===== src/tiled_cmd_consts.svh =====
//////////////////////////////////////////////////////////////////////
// tiled command encoder constants
//////////////////////////////////////////////////////////////////////
`ifndef TILED_CMD_CONSTS_SVH
`define TILED_CMD_CONSTS_SVH

`define TILED_ADDRESS_NUMBER   15 // row address bits
`define TILED_COLADDR_NUMBER   10 // column address bits, in words
`define TILED_CMD_PAUSE_BITS   10 // pause field of a command word
`define TILED_CMD_DONE_BIT     10 // done flag position
`define TILED_FRAME_WIDTH_BITS 13 // frame width in 8-word bursts

`define TILED_TRCD 4 // activate to read/write
`define TILED_TRP  4 // precharge to activate
`define TILED_TWR  6 // last write to precharge

`define TILED_SEQ_DEPTH_LOG2 6 // 64 command words

`endif

===== src/tiled_cmd_pkg.sv =====
//////////////////////////////////////////////////////////////////////
// tiled command encoder types
//////////////////////////////////////////////////////////////////////
`include "tiled_cmd_consts.svh"

package tiled_cmd_pkg;

    typedef logic [2:0]                          bank_t;
    typedef logic [`TILED_ADDRESS_NUMBER-1:0]    row_addr_t;
    typedef logic [`TILED_COLADDR_NUMBER-4:0]    col_burst_t;  // column in 8-word bursts
    typedef logic [`TILED_ADDRESS_NUMBER+`TILED_COLADDR_NUMBER-4:0] rowcol_t; // {row, col_burst}
    typedef logic [`TILED_FRAME_WIDTH_BITS:0]    rowcol_inc_t;
    typedef logic [5:0]                          tile_cnt_t;   // minus-one counts
    typedef logic [`TILED_CMD_PAUSE_BITS-1:0]    pause_t;
    typedef logic [`TILED_ADDRESS_NUMBER-1:0]    cmd_addr_t;
    typedef logic [31:0]                         cmd_word_t;   // {type, bank, addr, done, pause}

    // command type, bits 31:29 of a command word
    typedef enum logic [2:0] {
        nop       = 3'd0,
        buf_rst   = 3'd1, // reset external data buffer
        activate  = 3'd2,
        read      = 3'd3,
        write     = 3'd4,
        precharge = 3'd5
    } cmd_type_t;

endpackage


===== src/tiled_cmd_top.sv =====
//////////////////////////////////////////////////////////////////////
// tiled command encoder top
//////////////////////////////////////////////////////////////////////
`timescale 1ns/1ps

module tiled_cmd_top (
    input  logic                       clk,
    input  logic                       rst,
    input  tiled_cmd_pkg::bank_t       start_bank,
    input  tiled_cmd_pkg::row_addr_t   start_row,
    input  tiled_cmd_pkg::col_burst_t  start_col,
    input  tiled_cmd_pkg::rowcol_inc_t rowcol_inc_in,
    input  tiled_cmd_pkg::tile_cnt_t   num_rows_in_m1,
    input  tiled_cmd_pkg::tile_cnt_t   num_cols_in_m1,
    input  logic                       keep_open_in,
    input  logic                       skip_next_page_in,
    input  logic                       start_rd,
    input  logic                       start_wr,
    output logic                       start,
    output logic                       encode_done,
    output logic                       ddr_cmd_valid,
    output tiled_cmd_pkg::cmd_type_t   ddr_cmd_type,
    output tiled_cmd_pkg::bank_t       ddr_bank,
    output tiled_cmd_pkg::cmd_addr_t   ddr_addr,
    output logic                       seq_done,
    output logic                       overflow
);
    tiled_cmd_pkg::cmd_word_t enc_cmd;   // encoder to buffer
    tiled_cmd_pkg::cmd_word_t rd_data;   // buffer head to player
    logic                     enc_wr;
    logic                     empty;
    logic                     pop;

    cmd_encod_tiled_rw cmd_encod_tiled_rw_i (
        .rst(rst), .clk(clk),
        .start_bank(start_bank), .start_row(start_row), .start_col(start_col),
        .rowcol_inc_in(rowcol_inc_in),
        .num_rows_in_m1(num_rows_in_m1), .num_cols_in_m1(num_cols_in_m1),
        .keep_open_in(keep_open_in), .skip_next_page_in(skip_next_page_in),
        .start_rd(start_rd), .start_wr(start_wr),
        .start(start), .enc_cmd(enc_cmd), .enc_wr(enc_wr), .enc_done(encode_done)
    );

    cmd_seq_buf cmd_seq_buf_i (
        .clk(clk), .rst(rst),
        .push(enc_wr), .push_data(enc_cmd), .pop(pop),
        .rd_data(rd_data), .empty(empty), .overflow(overflow)
    );

    cmd_seq_player cmd_seq_player_i (
        .clk(clk), .rst(rst),
        .rd_data(rd_data), .empty(empty), .pop(pop),
        .ddr_cmd_valid(ddr_cmd_valid), .ddr_cmd_type(ddr_cmd_type),
        .ddr_bank(ddr_bank), .ddr_addr(ddr_addr), .seq_done(seq_done)
    );

endmodule


===== src/cmd_seq_player.sv =====
//////////////////////////////////////////////////////////////////////
// command sequence player
//////////////////////////////////////////////////////////////////////
`timescale 1ns/1ps
`include "tiled_cmd_consts.svh"

module cmd_seq_player (
    input  logic                     clk,
    input  logic                     rst,
    input  tiled_cmd_pkg::cmd_word_t rd_data,
    input  logic                     empty,
    output logic                     pop,
    output logic                     ddr_cmd_valid,
    output tiled_cmd_pkg::cmd_type_t ddr_cmd_type,
    output tiled_cmd_pkg::bank_t     ddr_bank,
    output tiled_cmd_pkg::cmd_addr_t ddr_addr,
    output logic                     seq_done
);
    tiled_cmd_pkg::pause_t pause_cnt;  // cycles left before next issue
    logic                  issue;

    assign issue         = !empty && pause_cnt == '0;
    assign pop           = issue;          // head leaves with the issue
    assign ddr_cmd_valid = issue;
    assign ddr_cmd_type  = tiled_cmd_pkg::cmd_type_t'(rd_data[31:29]);
    assign ddr_bank      = rd_data[28:26];
    assign ddr_addr      = rd_data[`TILED_CMD_DONE_BIT+1 +: `TILED_ADDRESS_NUMBER];
    assign seq_done      = issue && rd_data[`TILED_CMD_DONE_BIT];

    always_ff @(posedge clk or posedge rst) begin
        if (rst) begin
            pause_cnt <= '0;
        end else if (issue) begin
            pause_cnt <= rd_data[`TILED_CMD_PAUSE_BITS-1:0]; // next issue pause+1 later
        end else if (pause_cnt != '0) begin
            pause_cnt <= pause_cnt - 1'b1;
        end
    end

endmodule


===== src/cmd_seq_buf.sv =====
//////////////////////////////////////////////////////////////////////
// command sequence buffer
//////////////////////////////////////////////////////////////////////
`timescale 1ns/1ps
`include "tiled_cmd_consts.svh"

module cmd_seq_buf (
    input  logic                     clk,
    input  logic                     rst,
    input  logic                     push,
    input  tiled_cmd_pkg::cmd_word_t push_data,
    input  logic                     pop,
    output tiled_cmd_pkg::cmd_word_t rd_data,   // head word
    output logic                     empty,
    output logic                     overflow   // sticky until reset
);
    localparam int DEPTH = 1 << `TILED_SEQ_DEPTH_LOG2;

    tiled_cmd_pkg::cmd_word_t           mem [0:DEPTH-1];
    logic [`TILED_SEQ_DEPTH_LOG2-1:0]   wr_ptr;
    logic [`TILED_SEQ_DEPTH_LOG2-1:0]   rd_ptr;
    logic [`TILED_SEQ_DEPTH_LOG2:0]     count;     // 0..DEPTH
    logic                               full;
    logic                               do_push;
    logic                               do_pop;

    assign full    = count[`TILED_SEQ_DEPTH_LOG2]; // only set at DEPTH
    assign empty   = count == '0;
    assign do_push = push && !full;
    assign do_pop  = pop && !empty;
    assign rd_data = mem[rd_ptr];

    always_ff @(posedge clk) begin
        if (do_push) mem[wr_ptr] <= push_data;
    end

    always_ff @(posedge clk or posedge rst) begin
        if (rst) begin
            wr_ptr   <= '0;
            rd_ptr   <= '0;
            count    <= '0;
            overflow <= 1'b0;
        end else begin
            if (do_push) wr_ptr <= wr_ptr + 1'b1;
            if (do_pop) rd_ptr <= rd_ptr + 1'b1;
            if (do_push && !do_pop) count <= count + 1'b1;
            else if (do_pop && !do_push) count <= count - 1'b1;
            if (push && full) overflow <= 1'b1; // word lost
        end
    end

endmodule


===== src/cmd_encod_tiled_rw.sv =====
//////////////////////////////////////////////////////////////////////
// tiled read/write encoder selector
//////////////////////////////////////////////////////////////////////
`timescale 1ns/1ps

module cmd_encod_tiled_rw (
    input  logic                       rst,
    input  logic                       clk,
    input  tiled_cmd_pkg::bank_t       start_bank,
    input  tiled_cmd_pkg::row_addr_t   start_row,
    input  tiled_cmd_pkg::col_burst_t  start_col,
    input  tiled_cmd_pkg::rowcol_inc_t rowcol_inc_in,
    input  tiled_cmd_pkg::tile_cnt_t   num_rows_in_m1,
    input  tiled_cmd_pkg::tile_cnt_t   num_cols_in_m1,
    input  logic                       keep_open_in,
    input  logic                       skip_next_page_in,
    input  logic                       start_rd,
    input  logic                       start_wr,
    output logic                       start,     // either channel started
    output tiled_cmd_pkg::cmd_word_t   enc_cmd,
    output logic                       enc_wr,
    output logic                       enc_done
);
    tiled_cmd_pkg::cmd_word_t enc_cmd_rd;
    tiled_cmd_pkg::cmd_word_t enc_cmd_wr;
    logic                     enc_wr_rd;
    logic                     enc_wr_wr;
    logic                     enc_done_rd;
    logic                     enc_done_wr;
    logic                     select_wr;    // last started channel, read wins a tie

    cmd_encod_tiled_rd cmd_encod_tiled_rd_i (
        .rst(rst), .clk(clk),
        .start_bank(start_bank), .start_row(start_row), .start_col(start_col),
        .rowcol_inc_in(rowcol_inc_in),
        .num_rows_in_m1(num_rows_in_m1), .num_cols_in_m1(num_cols_in_m1),
        .keep_open_in(keep_open_in), .skip_next_page_in(skip_next_page_in),
        .start(start_rd),
        .enc_cmd(enc_cmd_rd), .enc_wr(enc_wr_rd), .enc_done(enc_done_rd)
    );

    cmd_encod_tiled_wr cmd_encod_tiled_wr_i (
        .rst(rst), .clk(clk),
        .start_bank(start_bank), .start_row(start_row), .start_col(start_col),
        .rowcol_inc_in(rowcol_inc_in),
        .num_rows_in_m1(num_rows_in_m1), .num_cols_in_m1(num_cols_in_m1),
        .keep_open_in(keep_open_in), .skip_next_page_in(skip_next_page_in),
        .start(start_wr),
        .enc_cmd(enc_cmd_wr), .enc_wr(enc_wr_wr), .enc_done(enc_done_wr)
    );

    always_ff @(posedge clk or posedge rst) begin
        if (rst) begin
            start     <= 1'b0;
            select_wr <= 1'b0;
            enc_wr    <= 1'b0;
            enc_done  <= 1'b0;
        end else begin
            start <= start_rd || start_wr;
            if (start_rd) select_wr <= 1'b0;
            else if (start_wr) select_wr <= 1'b1;
            enc_wr   <= select_wr ? enc_wr_wr : enc_wr_rd;
            enc_done <= select_wr ? enc_done_wr : enc_done_rd;
        end
    end

    always_ff @(posedge clk) begin
        enc_cmd <= select_wr ? enc_cmd_wr : enc_cmd_rd; // payload, qualified by enc_wr
    end

endmodule


===== src/cmd_encod_tiled_wr.sv =====
//////////////////////////////////////////////////////////////////////
// tiled write command encoder
//////////////////////////////////////////////////////////////////////
`timescale 1ns/1ps
`include "tiled_cmd_consts.svh"

module cmd_encod_tiled_wr (
    input  logic                      rst,
    input  logic                      clk,
    input  tiled_cmd_pkg::bank_t      start_bank,
    input  tiled_cmd_pkg::row_addr_t  start_row,
    input  tiled_cmd_pkg::col_burst_t start_col,
    input  tiled_cmd_pkg::rowcol_inc_t rowcol_inc_in,  // row to row step, {row,col}
    input  tiled_cmd_pkg::tile_cnt_t  num_rows_in_m1,
    input  tiled_cmd_pkg::tile_cnt_t  num_cols_in_m1,
    input  logic                      keep_open_in,      // no precharge after a row
    input  logic                      skip_next_page_in, // no buffer reset first
    input  logic                      start,
    output tiled_cmd_pkg::cmd_word_t  enc_cmd,
    output logic                      enc_wr,
    output logic                      enc_done
);
    localparam int COL_W = `TILED_COLADDR_NUMBER - 3;

    typedef enum logic [2:0] {idle, buf_rst, activate, burst, precharge} state_t;

    state_t                      state;
    tiled_cmd_pkg::bank_t        bank;
    tiled_cmd_pkg::rowcol_t      rowcol;       // start of current tile row
    tiled_cmd_pkg::rowcol_inc_t  rowcol_inc;
    tiled_cmd_pkg::tile_cnt_t    num_cols_m1;
    tiled_cmd_pkg::tile_cnt_t    rows_left;
    tiled_cmd_pkg::tile_cnt_t    col_cnt;
    logic                        keep_open;
    logic                        last_col;
    logic                        row_end;
    logic                        last_cmd;
    tiled_cmd_pkg::col_burst_t   col_burst;
    tiled_cmd_pkg::cmd_type_t    cmd_type;
    tiled_cmd_pkg::cmd_addr_t    cmd_addr;
    tiled_cmd_pkg::pause_t       cmd_pause;

    assign last_col  = col_cnt == num_cols_m1;
    assign row_end   = (state == burst && last_col && keep_open) || state == precharge;
    assign last_cmd  = row_end && rows_left == '0;
    assign col_burst = rowcol[COL_W-1:0] + tiled_cmd_pkg::col_burst_t'(col_cnt);

    always_comb begin
        cmd_type  = tiled_cmd_pkg::nop;
        cmd_addr  = '0;
        cmd_pause = '0;
        case (state)
            buf_rst:   cmd_type = tiled_cmd_pkg::buf_rst;
            activate: begin
                cmd_type  = tiled_cmd_pkg::activate;
                cmd_addr  = rowcol[COL_W +: `TILED_ADDRESS_NUMBER];
                cmd_pause = `TILED_TRCD;
            end
            burst: begin
                cmd_type = tiled_cmd_pkg::write;
                cmd_addr = tiled_cmd_pkg::cmd_addr_t'({col_burst, 3'b000});
                if (last_col && !keep_open)
                    cmd_pause = `TILED_TWR; // write recovery before precharge
            end
            precharge: begin
                cmd_type  = tiled_cmd_pkg::precharge;
                cmd_pause = `TILED_TRP;
            end
            default:   cmd_type = tiled_cmd_pkg::nop;
        endcase
    end

    assign enc_wr  = state != idle;
    assign enc_cmd = {cmd_type, bank, cmd_addr, last_cmd, cmd_pause};

    always_ff @(posedge clk or posedge rst) begin
        if (rst) begin
            state     <= idle;
            enc_done  <= 1'b0;
            rows_left <= '0;
            col_cnt   <= '0;
        end else begin
            enc_done <= enc_wr && last_cmd;
            if (state == activate) col_cnt <= '0;
            else if (state == burst) col_cnt <= col_cnt + 1'b1;
            if (state == idle && start) rows_left <= num_rows_in_m1;
            else if (row_end && !last_cmd) rows_left <= rows_left - 1'b1;
            case (state)
                idle:      if (start) state <= skip_next_page_in ? activate : buf_rst;
                buf_rst:   state <= activate;
                activate:  state <= burst;
                burst: begin
                    if (last_col) begin
                        if (!keep_open) state <= precharge;
                        else if (last_cmd) state <= idle;
                        else state <= activate;
                    end
                end
                precharge: state <= last_cmd ? idle : activate;
                default:   state <= idle;
            endcase
        end
    end

    always_ff @(posedge clk) begin
        if (state == idle && start) begin
            bank        <= start_bank;
            rowcol      <= {start_row, start_col};
            rowcol_inc  <= rowcol_inc_in;
            num_cols_m1 <= num_cols_in_m1;
            keep_open   <= keep_open_in;
        end else if (row_end && !last_cmd) begin
            rowcol <= rowcol + tiled_cmd_pkg::rowcol_t'(rowcol_inc);
        end
    end

endmodule


===== src/cmd_encod_tiled_rd.sv =====
//////////////////////////////////////////////////////////////////////
// tiled read command encoder
//////////////////////////////////////////////////////////////////////
`timescale 1ns/1ps
`include "tiled_cmd_consts.svh"

module cmd_encod_tiled_rd (
    input  logic                      rst,
    input  logic                      clk,
    input  tiled_cmd_pkg::bank_t      start_bank,
    input  tiled_cmd_pkg::row_addr_t  start_row,
    input  tiled_cmd_pkg::col_burst_t start_col,
    input  tiled_cmd_pkg::rowcol_inc_t rowcol_inc_in,  // row to row step, {row,col}
    input  tiled_cmd_pkg::tile_cnt_t  num_rows_in_m1,
    input  tiled_cmd_pkg::tile_cnt_t  num_cols_in_m1,
    input  logic                      keep_open_in,      // no precharge after a row
    input  logic                      skip_next_page_in, // no buffer reset first
    input  logic                      start,
    output tiled_cmd_pkg::cmd_word_t  enc_cmd,
    output logic                      enc_wr,
    output logic                      enc_done
);
    localparam int COL_W = `TILED_COLADDR_NUMBER - 3;

    typedef enum logic [2:0] {idle, buf_rst, activate, burst, precharge} state_t;

    state_t                      state;
    tiled_cmd_pkg::bank_t        bank;
    tiled_cmd_pkg::rowcol_t      rowcol;       // start of current tile row
    tiled_cmd_pkg::rowcol_inc_t  rowcol_inc;
    tiled_cmd_pkg::tile_cnt_t    num_cols_m1;
    tiled_cmd_pkg::tile_cnt_t    rows_left;
    tiled_cmd_pkg::tile_cnt_t    col_cnt;
    logic                        keep_open;
    logic                        last_col;
    logic                        row_end;      // last command of a row
    logic                        last_cmd;
    tiled_cmd_pkg::col_burst_t   col_burst;
    tiled_cmd_pkg::cmd_type_t    cmd_type;
    tiled_cmd_pkg::cmd_addr_t    cmd_addr;
    tiled_cmd_pkg::pause_t       cmd_pause;

    assign last_col  = col_cnt == num_cols_m1;
    assign row_end   = (state == burst && last_col && keep_open) || state == precharge;
    assign last_cmd  = row_end && rows_left == '0;
    assign col_burst = rowcol[COL_W-1:0] + tiled_cmd_pkg::col_burst_t'(col_cnt);

    always_comb begin
        cmd_type  = tiled_cmd_pkg::nop;
        cmd_addr  = '0;
        cmd_pause = '0;
        case (state)
            buf_rst:   cmd_type = tiled_cmd_pkg::buf_rst;
            activate: begin
                cmd_type  = tiled_cmd_pkg::activate;
                cmd_addr  = rowcol[COL_W +: `TILED_ADDRESS_NUMBER]; // row
                cmd_pause = `TILED_TRCD;
            end
            burst: begin
                cmd_type = tiled_cmd_pkg::read;
                cmd_addr = tiled_cmd_pkg::cmd_addr_t'({col_burst, 3'b000}); // column in words
            end
            precharge: begin
                cmd_type  = tiled_cmd_pkg::precharge;
                cmd_pause = `TILED_TRP;
            end
            default:   cmd_type = tiled_cmd_pkg::nop;
        endcase
    end

    assign enc_wr  = state != idle;
    assign enc_cmd = {cmd_type, bank, cmd_addr, last_cmd, cmd_pause};

    always_ff @(posedge clk or posedge rst) begin
        if (rst) begin
            state     <= idle;
            enc_done  <= 1'b0;
            rows_left <= '0;
            col_cnt   <= '0;
        end else begin
            enc_done <= enc_wr && last_cmd;
            if (state == activate) col_cnt <= '0;
            else if (state == burst) col_cnt <= col_cnt + 1'b1;
            if (state == idle && start) rows_left <= num_rows_in_m1;
            else if (row_end && !last_cmd) rows_left <= rows_left - 1'b1;
            case (state)
                idle:      if (start) state <= skip_next_page_in ? activate : buf_rst;
                buf_rst:   state <= activate;
                activate:  state <= burst;
                burst: begin
                    if (last_col) begin
                        if (!keep_open) state <= precharge;
                        else if (last_cmd) state <= idle;
                        else state <= activate;
                    end
                end
                precharge: state <= last_cmd ? idle : activate;
                default:   state <= idle;
            endcase
        end
    end

    // tile parameters, latched while idle
    always_ff @(posedge clk) begin
        if (state == idle && start) begin
            bank        <= start_bank;
            rowcol      <= {start_row, start_col};
            rowcol_inc  <= rowcol_inc_in;
            num_cols_m1 <= num_cols_in_m1;
            keep_open   <= keep_open_in;
        end else if (row_end && !last_cmd) begin
            rowcol <= rowcol + tiled_cmd_pkg::rowcol_t'(rowcol_inc); // next tile row
        end
    end

endmodule


===== config.mk =====
export PLATFORM = sky130hd
export DESIGN_NAME = tiled_cmd_top
export DESIGN_NICKNAME = d
export VERILOG_FILES = /design/src/tiled_cmd_pkg.sv /design/src/tiled_cmd_top.sv /design/src/cmd_seq_player.sv /design/src/cmd_seq_buf.sv /design/src/cmd_encod_tiled_rw.sv /design/src/cmd_encod_tiled_wr.sv /design/src/cmd_encod_tiled_rd.sv
export VERILOG_INCLUDE_DIRS = /design/src
export SDC_FILE = /design/constraint.sdc
export NUM_CORES = 2
export LEC_CHECK = 0
export ABC_AREA = 0
export BUFFER_PORTS_ARGS = -buffer_cell sky130_fd_sc_hd__buf_2
export CAP_MARGIN = 20
export CORE_MARGIN = 2
export CORE_UTILIZATION = 55
export DETAILED_ROUTE_END_ITERATION = 8
export HOLD_SLACK_MARGIN = 0.05
export PLACE_DENSITY = 0.71
export SKIP_LAST_GASP = 1
export SLEW_MARGIN = 0
export SYNTH_ARGS = -nofsm -noshare
export SYNTH_HDL_FRONTEND = slang
export SYNTH_SLANG_ARGS = --single-unit

===== constraint.sdc =====
create_clock -name clk -period 4.6 [get_ports clk]
set_input_delay 0 -clock clk [delete_from_list [all_inputs] [get_ports clk]]
set_output_delay 0 -clock clk [all_outputs]
set_load 0.01 [all_outputs]

== After elaboration in Yosys (flattened, before gate mapping) ==
Memory sizes are Yosys's and may differ from the RTL's.
Cells that the tools add are included.

* Bits in registers: 190
* Memories kept: 1
* Bits in writable memories: 2048
* Bits of input ports: 57
* Logic and storage cells: 147
* Output and inout bits: 26

* Reduce and logical (&&, ||, !) cells: 50
* Add/sub/neg operators: 13
* Muxes and demuxes: 41
* Equality and inequality tests: 14

{| class="wikitable"
|+ Memories
! memory !! depth !! bits a word !! rd ports !! clocked after Yosys merged registers in !! wr ports !! RTL line !! RTL
|-
| cmd_seq_buf_i.mem || 64 || 32 || 1 || 0 || 1 || cmd_seq_buf.sv:19 || <nowiki>tiled_cmd_pkg::cmd_word_t mem [0:DEPTH-1];</nowiki>
|}

{| class="wikitable"
|+ Operators with widths
! kind !! count
|-
| $mux 22 || 4
|-
| $pmux 15 s2 || 2
|-
| $mux 6 || 8
|-
| $add 22x14->22 || 2
|-
| $mux 32 || 1
|-
| $pmux 3 s5 || 2
|-
| $add 6x1->6 const B || 4
|-
| $mux 3 || 8
|-
| $pmux 3 s4 || 2
|-
| $logic_and 1x1->1 || 20
|-
| $mux 10 || 2
|-
| $add 7x6->7 || 2
|-
| $mux 7 || 2
|-
| $reduce_bool 2->1 || 7
|-
| $eq 3x2->1 const B || 4
|-
| $eq 6x6->1 || 2
|-
| $logic_not 6->1 || 2
|-
| $sub 6x1->6 const B || 2
|-
| $logic_not 10->1 || 1
|-
| $reduce_bool 10->1 || 1
|-
| $sub 10x1->10 const B || 1
|-
| $ne 2x2->1 const B || 4
|-
| $add 7x1->7 const B || 1
|-
| $logic_not 1->1 || 7
|-
| other kinds (12) || 27
|}

== Depth between registers and ports, before layout ==
* Depth in word-level cells: 9
* Gate-level depth with buffers: 15
* Depth with buffers taken out: 15

== Hierarchy ==
From an unflattened synthesis, not the netlist that was laid out.

* Cell total of the unflattened synthesis: 4427
* Area, all modules: 89512.1 sq um

{| class="wikitable"
|+ Modules (own cells, without submodules)
! module !! cells each !! area each (sq um) !! times used !! sequential area each (sq um)
|-
| cmd_seq_buf || 3466 || 79613.9 || 1 || 61999.5
|-
| cmd_encod_tiled_wr || 410 || 3926.3 || 1 || 1781.7
|-
| cmd_encod_tiled_rd || 386 || 3888.7 || 1 || 1781.7
|-
| cmd_encod_tiled_rw || 77 || 1323.8 || 1 || 740.7
|-
| cmd_seq_player || 88 || 759.5 || 1 || 250.2
|}

== Least setup slack after synthesis ==
OpenSTA, ideal clock, no wires.

* Path kind: register -> register
* From: reg cmd_seq_player_i.pause_cnt[2]
* To: reg cmd_seq_buf_i.count[6]
* Path buffers: 0
* Setup time: 0.125 ns
* Arrival time: 3.165 ns
* Data required time: 4.475 ns
* Clock period less this slack: 3.290 ns
* Slack: 1.310 ns
* Cell stages (with the launch flop): 15
* Path through: dfrtp_1 or4_1 nor3_1 and2_1 nand2_1 ha_1 inv_1 ha_1 a21o_1 a21oi_1 o21bai_1 a21oi_1 xnor2_1 nor2_1 xor2_1

* Cells in the longest elaborated chain, start to end: 6
* Elaborated cells on any way between the ends: 8
* Classes of those cells: mux (1); reduce/logical (7)

{| class="wikitable"
|+ Ends and longest elaborated chain
! item !! RTL line !! RTL
|-
| start: declaration || cmd_seq_player.sv:19 || <nowiki>tiled_cmd_pkg::pause_t pause_cnt;</nowiki>
|-
| start signal: assignment || cmd_seq_player.sv:34 || <nowiki>pause_cnt <= rd_data[`TILED_CMD_PAUSE_BITS-1:0];</nowiki>
|-
| start signal: assignment || cmd_seq_player.sv:36 || <nowiki>pause_cnt <= pause_cnt - 1'b1;</nowiki>
|-
| $logic_not 10->1 * || cmd_seq_player.sv:22 || <nowiki>assign issue = !empty && pause_cnt == '0;</nowiki>
|-
| $logic_and 1x1->1 * || cmd_seq_player.sv:22 ||
|-
| $logic_and 1x1->1 * || cmd_seq_buf.sv:30 || <nowiki>assign do_pop = pop && !empty;</nowiki>
|-
| $logic_not 1->1 || cmd_seq_buf.sv:46 || <nowiki>if (do_push && !do_pop) count <= count + 1'b1;</nowiki>
|-
| $logic_and 1x1->1 || cmd_seq_buf.sv:46 ||
|-
| $mux 7 or $reduce_bool 2->1 (tied branches) || -- ||
|-
| end signal: assignment || cmd_seq_buf.sv:46 ||
|-
| end signal: assignment || cmd_seq_buf.sv:47 || <nowiki>else if (do_pop && !do_push) count <= count - 1'b1;</nowiki>
|-
| end: declaration || cmd_seq_buf.sv:22 || <nowiki>logic [`TILED_SEQ_DEPTH_LOG2:0] count;</nowiki>
|}

Mark *: on every way between the ends. The rest lies on a longest branch, timed or not.
A chain may end at the register's enable or synchronous reset.

== Final worst setup path ==
* From: reg cmd_seq_buf_i.rd_ptr[2]
* To: out ddr_addr[4]

* Cells in the longest elaborated chain, start to end: 1

{| class="wikitable"
|+ Ends and longest elaborated chain
! item !! RTL line !! RTL
|-
| start: declaration || cmd_seq_buf.sv:21 || <nowiki>logic [`TILED_SEQ_DEPTH_LOG2-1:0] rd_ptr;</nowiki>
|-
| start signal: assignment || cmd_seq_buf.sv:45 || <nowiki>if (do_pop) rd_ptr <= rd_ptr + 1'b1;</nowiki>
|-
| $mem_v2 64x32 || -- ||
|-
| end: declaration || tiled_cmd_top.sv:24 || <nowiki>output tiled_cmd_pkg::cmd_addr_t ddr_addr,</nowiki>
|}

No other way between the ends.

==> metrics <==
syn nets=3287; Starting Density=55.6%; proportion of layout cells with a drive suffix above 1=between 20% and 30%; worst-margin pin slew=roughly 1.1 ns; crit path from=cmd_seq_buf_i.rd_ptr[2]$_DFFE_PP0P_; unrepaired setup endpoints after global routing=false; synthesized area=67900 um^2; Compound-Gate Fraction of Synth Area=around 2.3%; Site Rows=128; vias in the first global route=34800; Cells after Synth=3169; Setup violations, final=0; clock sinks=1718; area grow syn2layout=14.9%; R2R setup slack=about 0.9 ns; WP buf/inv=2; R2R Path Start=cmd_seq_buf_i.rd_ptr[2]$_DFFE_PP0P_; leakage power=25.2 nW; crit path kind=flop to output port; minimum clock period after layout=about 4.2 ns; Critical-path top delay cell=dfrtp_4; CP most frequent cell=mux4_2; via count=between 30000 and 40000; sequential share of the synthesized area=75.1%; pin count of the biggest net entering global routing=75; Fin. Hold Viols=0; cells along the critical path=buf_4, mux4_2, mux4_2, mux4_2, buf_2; fillers=7765; Pwr Density=585 nW/um^2; all-layer global routing usage=25.6%; CTS root buf=clkbuf_16; first-pass GRT wire length=between 200 and 250 mm; EDFF count, synth=1628; Die H=355 um; vias per cell=6.37; top cell type's share of synthesized area=72.0%; fin area=78000 um^2; Synth Area in Adders=1.18%; biggest area consumer among synthesized cells=edfxtp_1; Setup crit end kind=output port; Mean Syn Cell Area=21.4 um^2; placer's final routability congestion estimate=approximately 0.87; top cells by area, synth=edfxtp_1 (72%), mux4_2 (16%), dfrtp_1 (2.4%), ha_1 (1.0%), dfxtp_1 (0.71%); Max Root-Sink Buffers=3; slowest stage delay, CP=between 1 and 1.5 ns; number of cells on the critical path=5; Post-DP HPWL=92.5 mm; status=completed; number of distinct library cells after synthesis=59; Slew Viols, Final=0; Antenna diodes=0; WHS=0.0765 ns; fin util=63.8%; Clk Latency, worst-skew pair=roughly 0.80 ns; final net count=3644; fmax=approximately 240 MHz; Peak VDD IR=675 uV; mux share of post-synthesis cell area=16.9%; simple-gate area share of the yosys netlist=2.26%; I/O Pins=83; DR pass1 iterations=5; Clock Skew=approximately 0.029 ns; FFs w/ async S/R, synth=roughly 3.8%; Post-DRT Antenna Nets=0; H-tree Lvls=4; CTS tree=yes; FF-to-FF End=cmd_seq_player_i.pause_cnt[2]$_DFFE_PP0P_; dpl cells=4846; maxcap violations=0; Register-to-Register Path Depth=6; gr ovfl total=0; die area=126000 um^2; Post-CTS Setup Bufs=0; dpl cell area=around 71000 um^2; Worst Path Required=about 4.6 ns; Port Buf Inserts=82; drt drc=0; antenna violations before repair=14; Hold/Removal Path Class=input port to flop; Iteration-0 DRC Markers=3939; core region area=122000 um^2; Routed WL=158 mm; CTS Buf Count=169; die width=355 um; Rel. slew slack=29.9%; CP endpoint=ddr_addr[4]; setup_tns=0 ns; Critical Path AT=4.25 ns; HP Start=start_row[9]; Yosys reg bits=approximately 1700; Routed wire per std cell=30.0 um; crit-path max FO=51; Synth warnings=0; filler-free cell count of the finished design=5289; final cycle utilization of the critical path=slightly above 90%; Clock transition at path regs=0.07 ns; Synth Area in XOR/XNOR=1.12%; Top FF cell, synth=edfxtp_1; Critical Path Start Type=flop; largest family of logic cells by synthesized area=multiplexers; CP top delay family=multiplexers
==> cell usage after synthesis, types with 4 or more instances <==
master    count
or2_2         6
dfxtp_1      24
a22o_1        9
nor2_1      121
and2_1        4
o21a_1        5
nor2b_1      14
buf_2        40
nor3_1       19
ha_1         56
a21o_1       26
xor2_1       47
o21bai_1      8
inv_1        34
fa_1          5
buf_1        26
buf_4         4
dfrtp_1      66
nand3b_1      4
o21ai_0      89
nand4_1       4
a31oi_1       4
nand2_1     113
buf_6         4
nand3_1      23
o22ai_1       6
mux4_2      495
xnor2_1      40
and3_1        7
or3_1         5
mux2i_1      13
o211ai_1      9
a21oi_1      56
nor4_1        5
clkbuf_1     77
edfxtp_1   1628
nand2b_1      8
o31ai_1       7
mux2_2       16
a211oi_1     12
==> layout by cell type, fill, tap and decap left out, types with 8 or more instances in the layout <==
master and instances:
edfxtp_1 1628, mux4_2 495, clkbuf_16 173, nand2_1 113, dlygate4sd3_1 110, buf_4 107
o21ai_0 89, buf_2 83, nor2_2 64, dfrtp_1 61, nor2_1 57, a21oi_1 56
ha_1 56, xor2_1 47, xnor2_1 40, clkbuf_1 40, buf_12 36, inv_1 31
clkinv_1 29, a21o_1 26, clkinv_2 26, dfxtp_2 24, nand3_1 23, nor3_1 19
mux2_2 16, nor2b_1 14, mux2i_1 13, a211oi_1 12, clkbuf_8 12, bufinv_16 11
a22o_1 9, o211ai_1 9, o21bai_1 8, nand2b_1 8
==> cell type report <==
class | count | area [um^2] | share of cell area (%)
clock inverter | 84 | 810 | 1.04
timing repair buffer | 337 | 3050 | 3.91
tap | 1625 | 2030 | 2.61
multi-input combinational | 1265 | 16300 | 20.8
inverter | 35 | 136 | 0.175
clock buffer | 225 | 4640 | 5.96
sequential | 1718 | 51100 | 65.5
==> state kept, by name, summed over array words and instances, names as in the netlist, 7 cells and up <==
register,flops
cmd_seq_player_i.pause_cnt,10
cmd_encod_tiled_rw_i.cmd_encod_tiled_wr_i.rowcol_inc,14
cmd_encod_tiled_rw_i.enc_cmd,24
cmd_seq_buf_i.count,7
cmd_encod_tiled_rw_i.cmd_encod_tiled_rd_i.rowcol,22
cmd_encod_tiled_rw_i.cmd_encod_tiled_rd_i.rowcol_inc,14
cmd_seq_buf_i.mem,1536
cmd_encod_tiled_rw_i.cmd_encod_tiled_wr_i.rowcol,22
==> metal layers <==
metal,wire [um],track usage [%]
met1,59200,34.3
met2,78600,41.6
met3,15300,6.12
met4,5330,9.35
met5,13,0
==> where the power goes <==
part	switching [W]	total [W]	internal, W
combinational	0.00652	0.0121	0.00562
sequential	0.000944	0.0200	0.0191
clock	0.00574	0.0135	0.00773
==> tightest hold or removal path, delay by kind of cell <==
kind / cells / cell delay, ns
and+or+nand+nor: 1 / 0.04
buffers and inverters: 2 / 0.66
AOI/OAI and AO/OA: 1 / 0.06
==> through the flow <==
step	setup WS, ns	power (W)
final	0.353	0.0457
after global routing	0.189	0.0473
after CTS	0.279	0.0456
after detailed placement	0.539	0.0322
after global placement	0.301	0.0317
after floorplan	1.31	0.0281
==> logic make-up after synthesis <==
logic type               Yosys count
AO/OA/AOI/OAI                    249
XOR/XNOR                          87
adder cells (fa/ha/maj)           61
buffers and inverters            186
flip-flops                      1718
multiplexers                     524
AND/OR/NAND/NOR                  344
==> what timing repair did <==
action | in CTS | in global routing
gates resized for setup | 0 | 0
hold buffers | 110 | 0
hold endpoints to repair | 200 | 0
==> how the worst min path moves through the flow <==
stage	endpoint	slack [ns]	cells after the start
2_1_floorplan	cmd_encod_tiled_rw_i.select_wr$_DFFE_PP0P_	0.07	1
3_3_place_gp	cmd_encod_tiled_rw_i.start$_DFF_PP0_	0.08	2
3_5_place_dp	cmd_encod_tiled_rw_i.start$_DFF_PP0_	0.08	2
4_1_cts	flop	0.05	4
5_1_grt	flop	0.09	3
6_report	flop	0.08	4
Power figures use the tool's default switching activity.
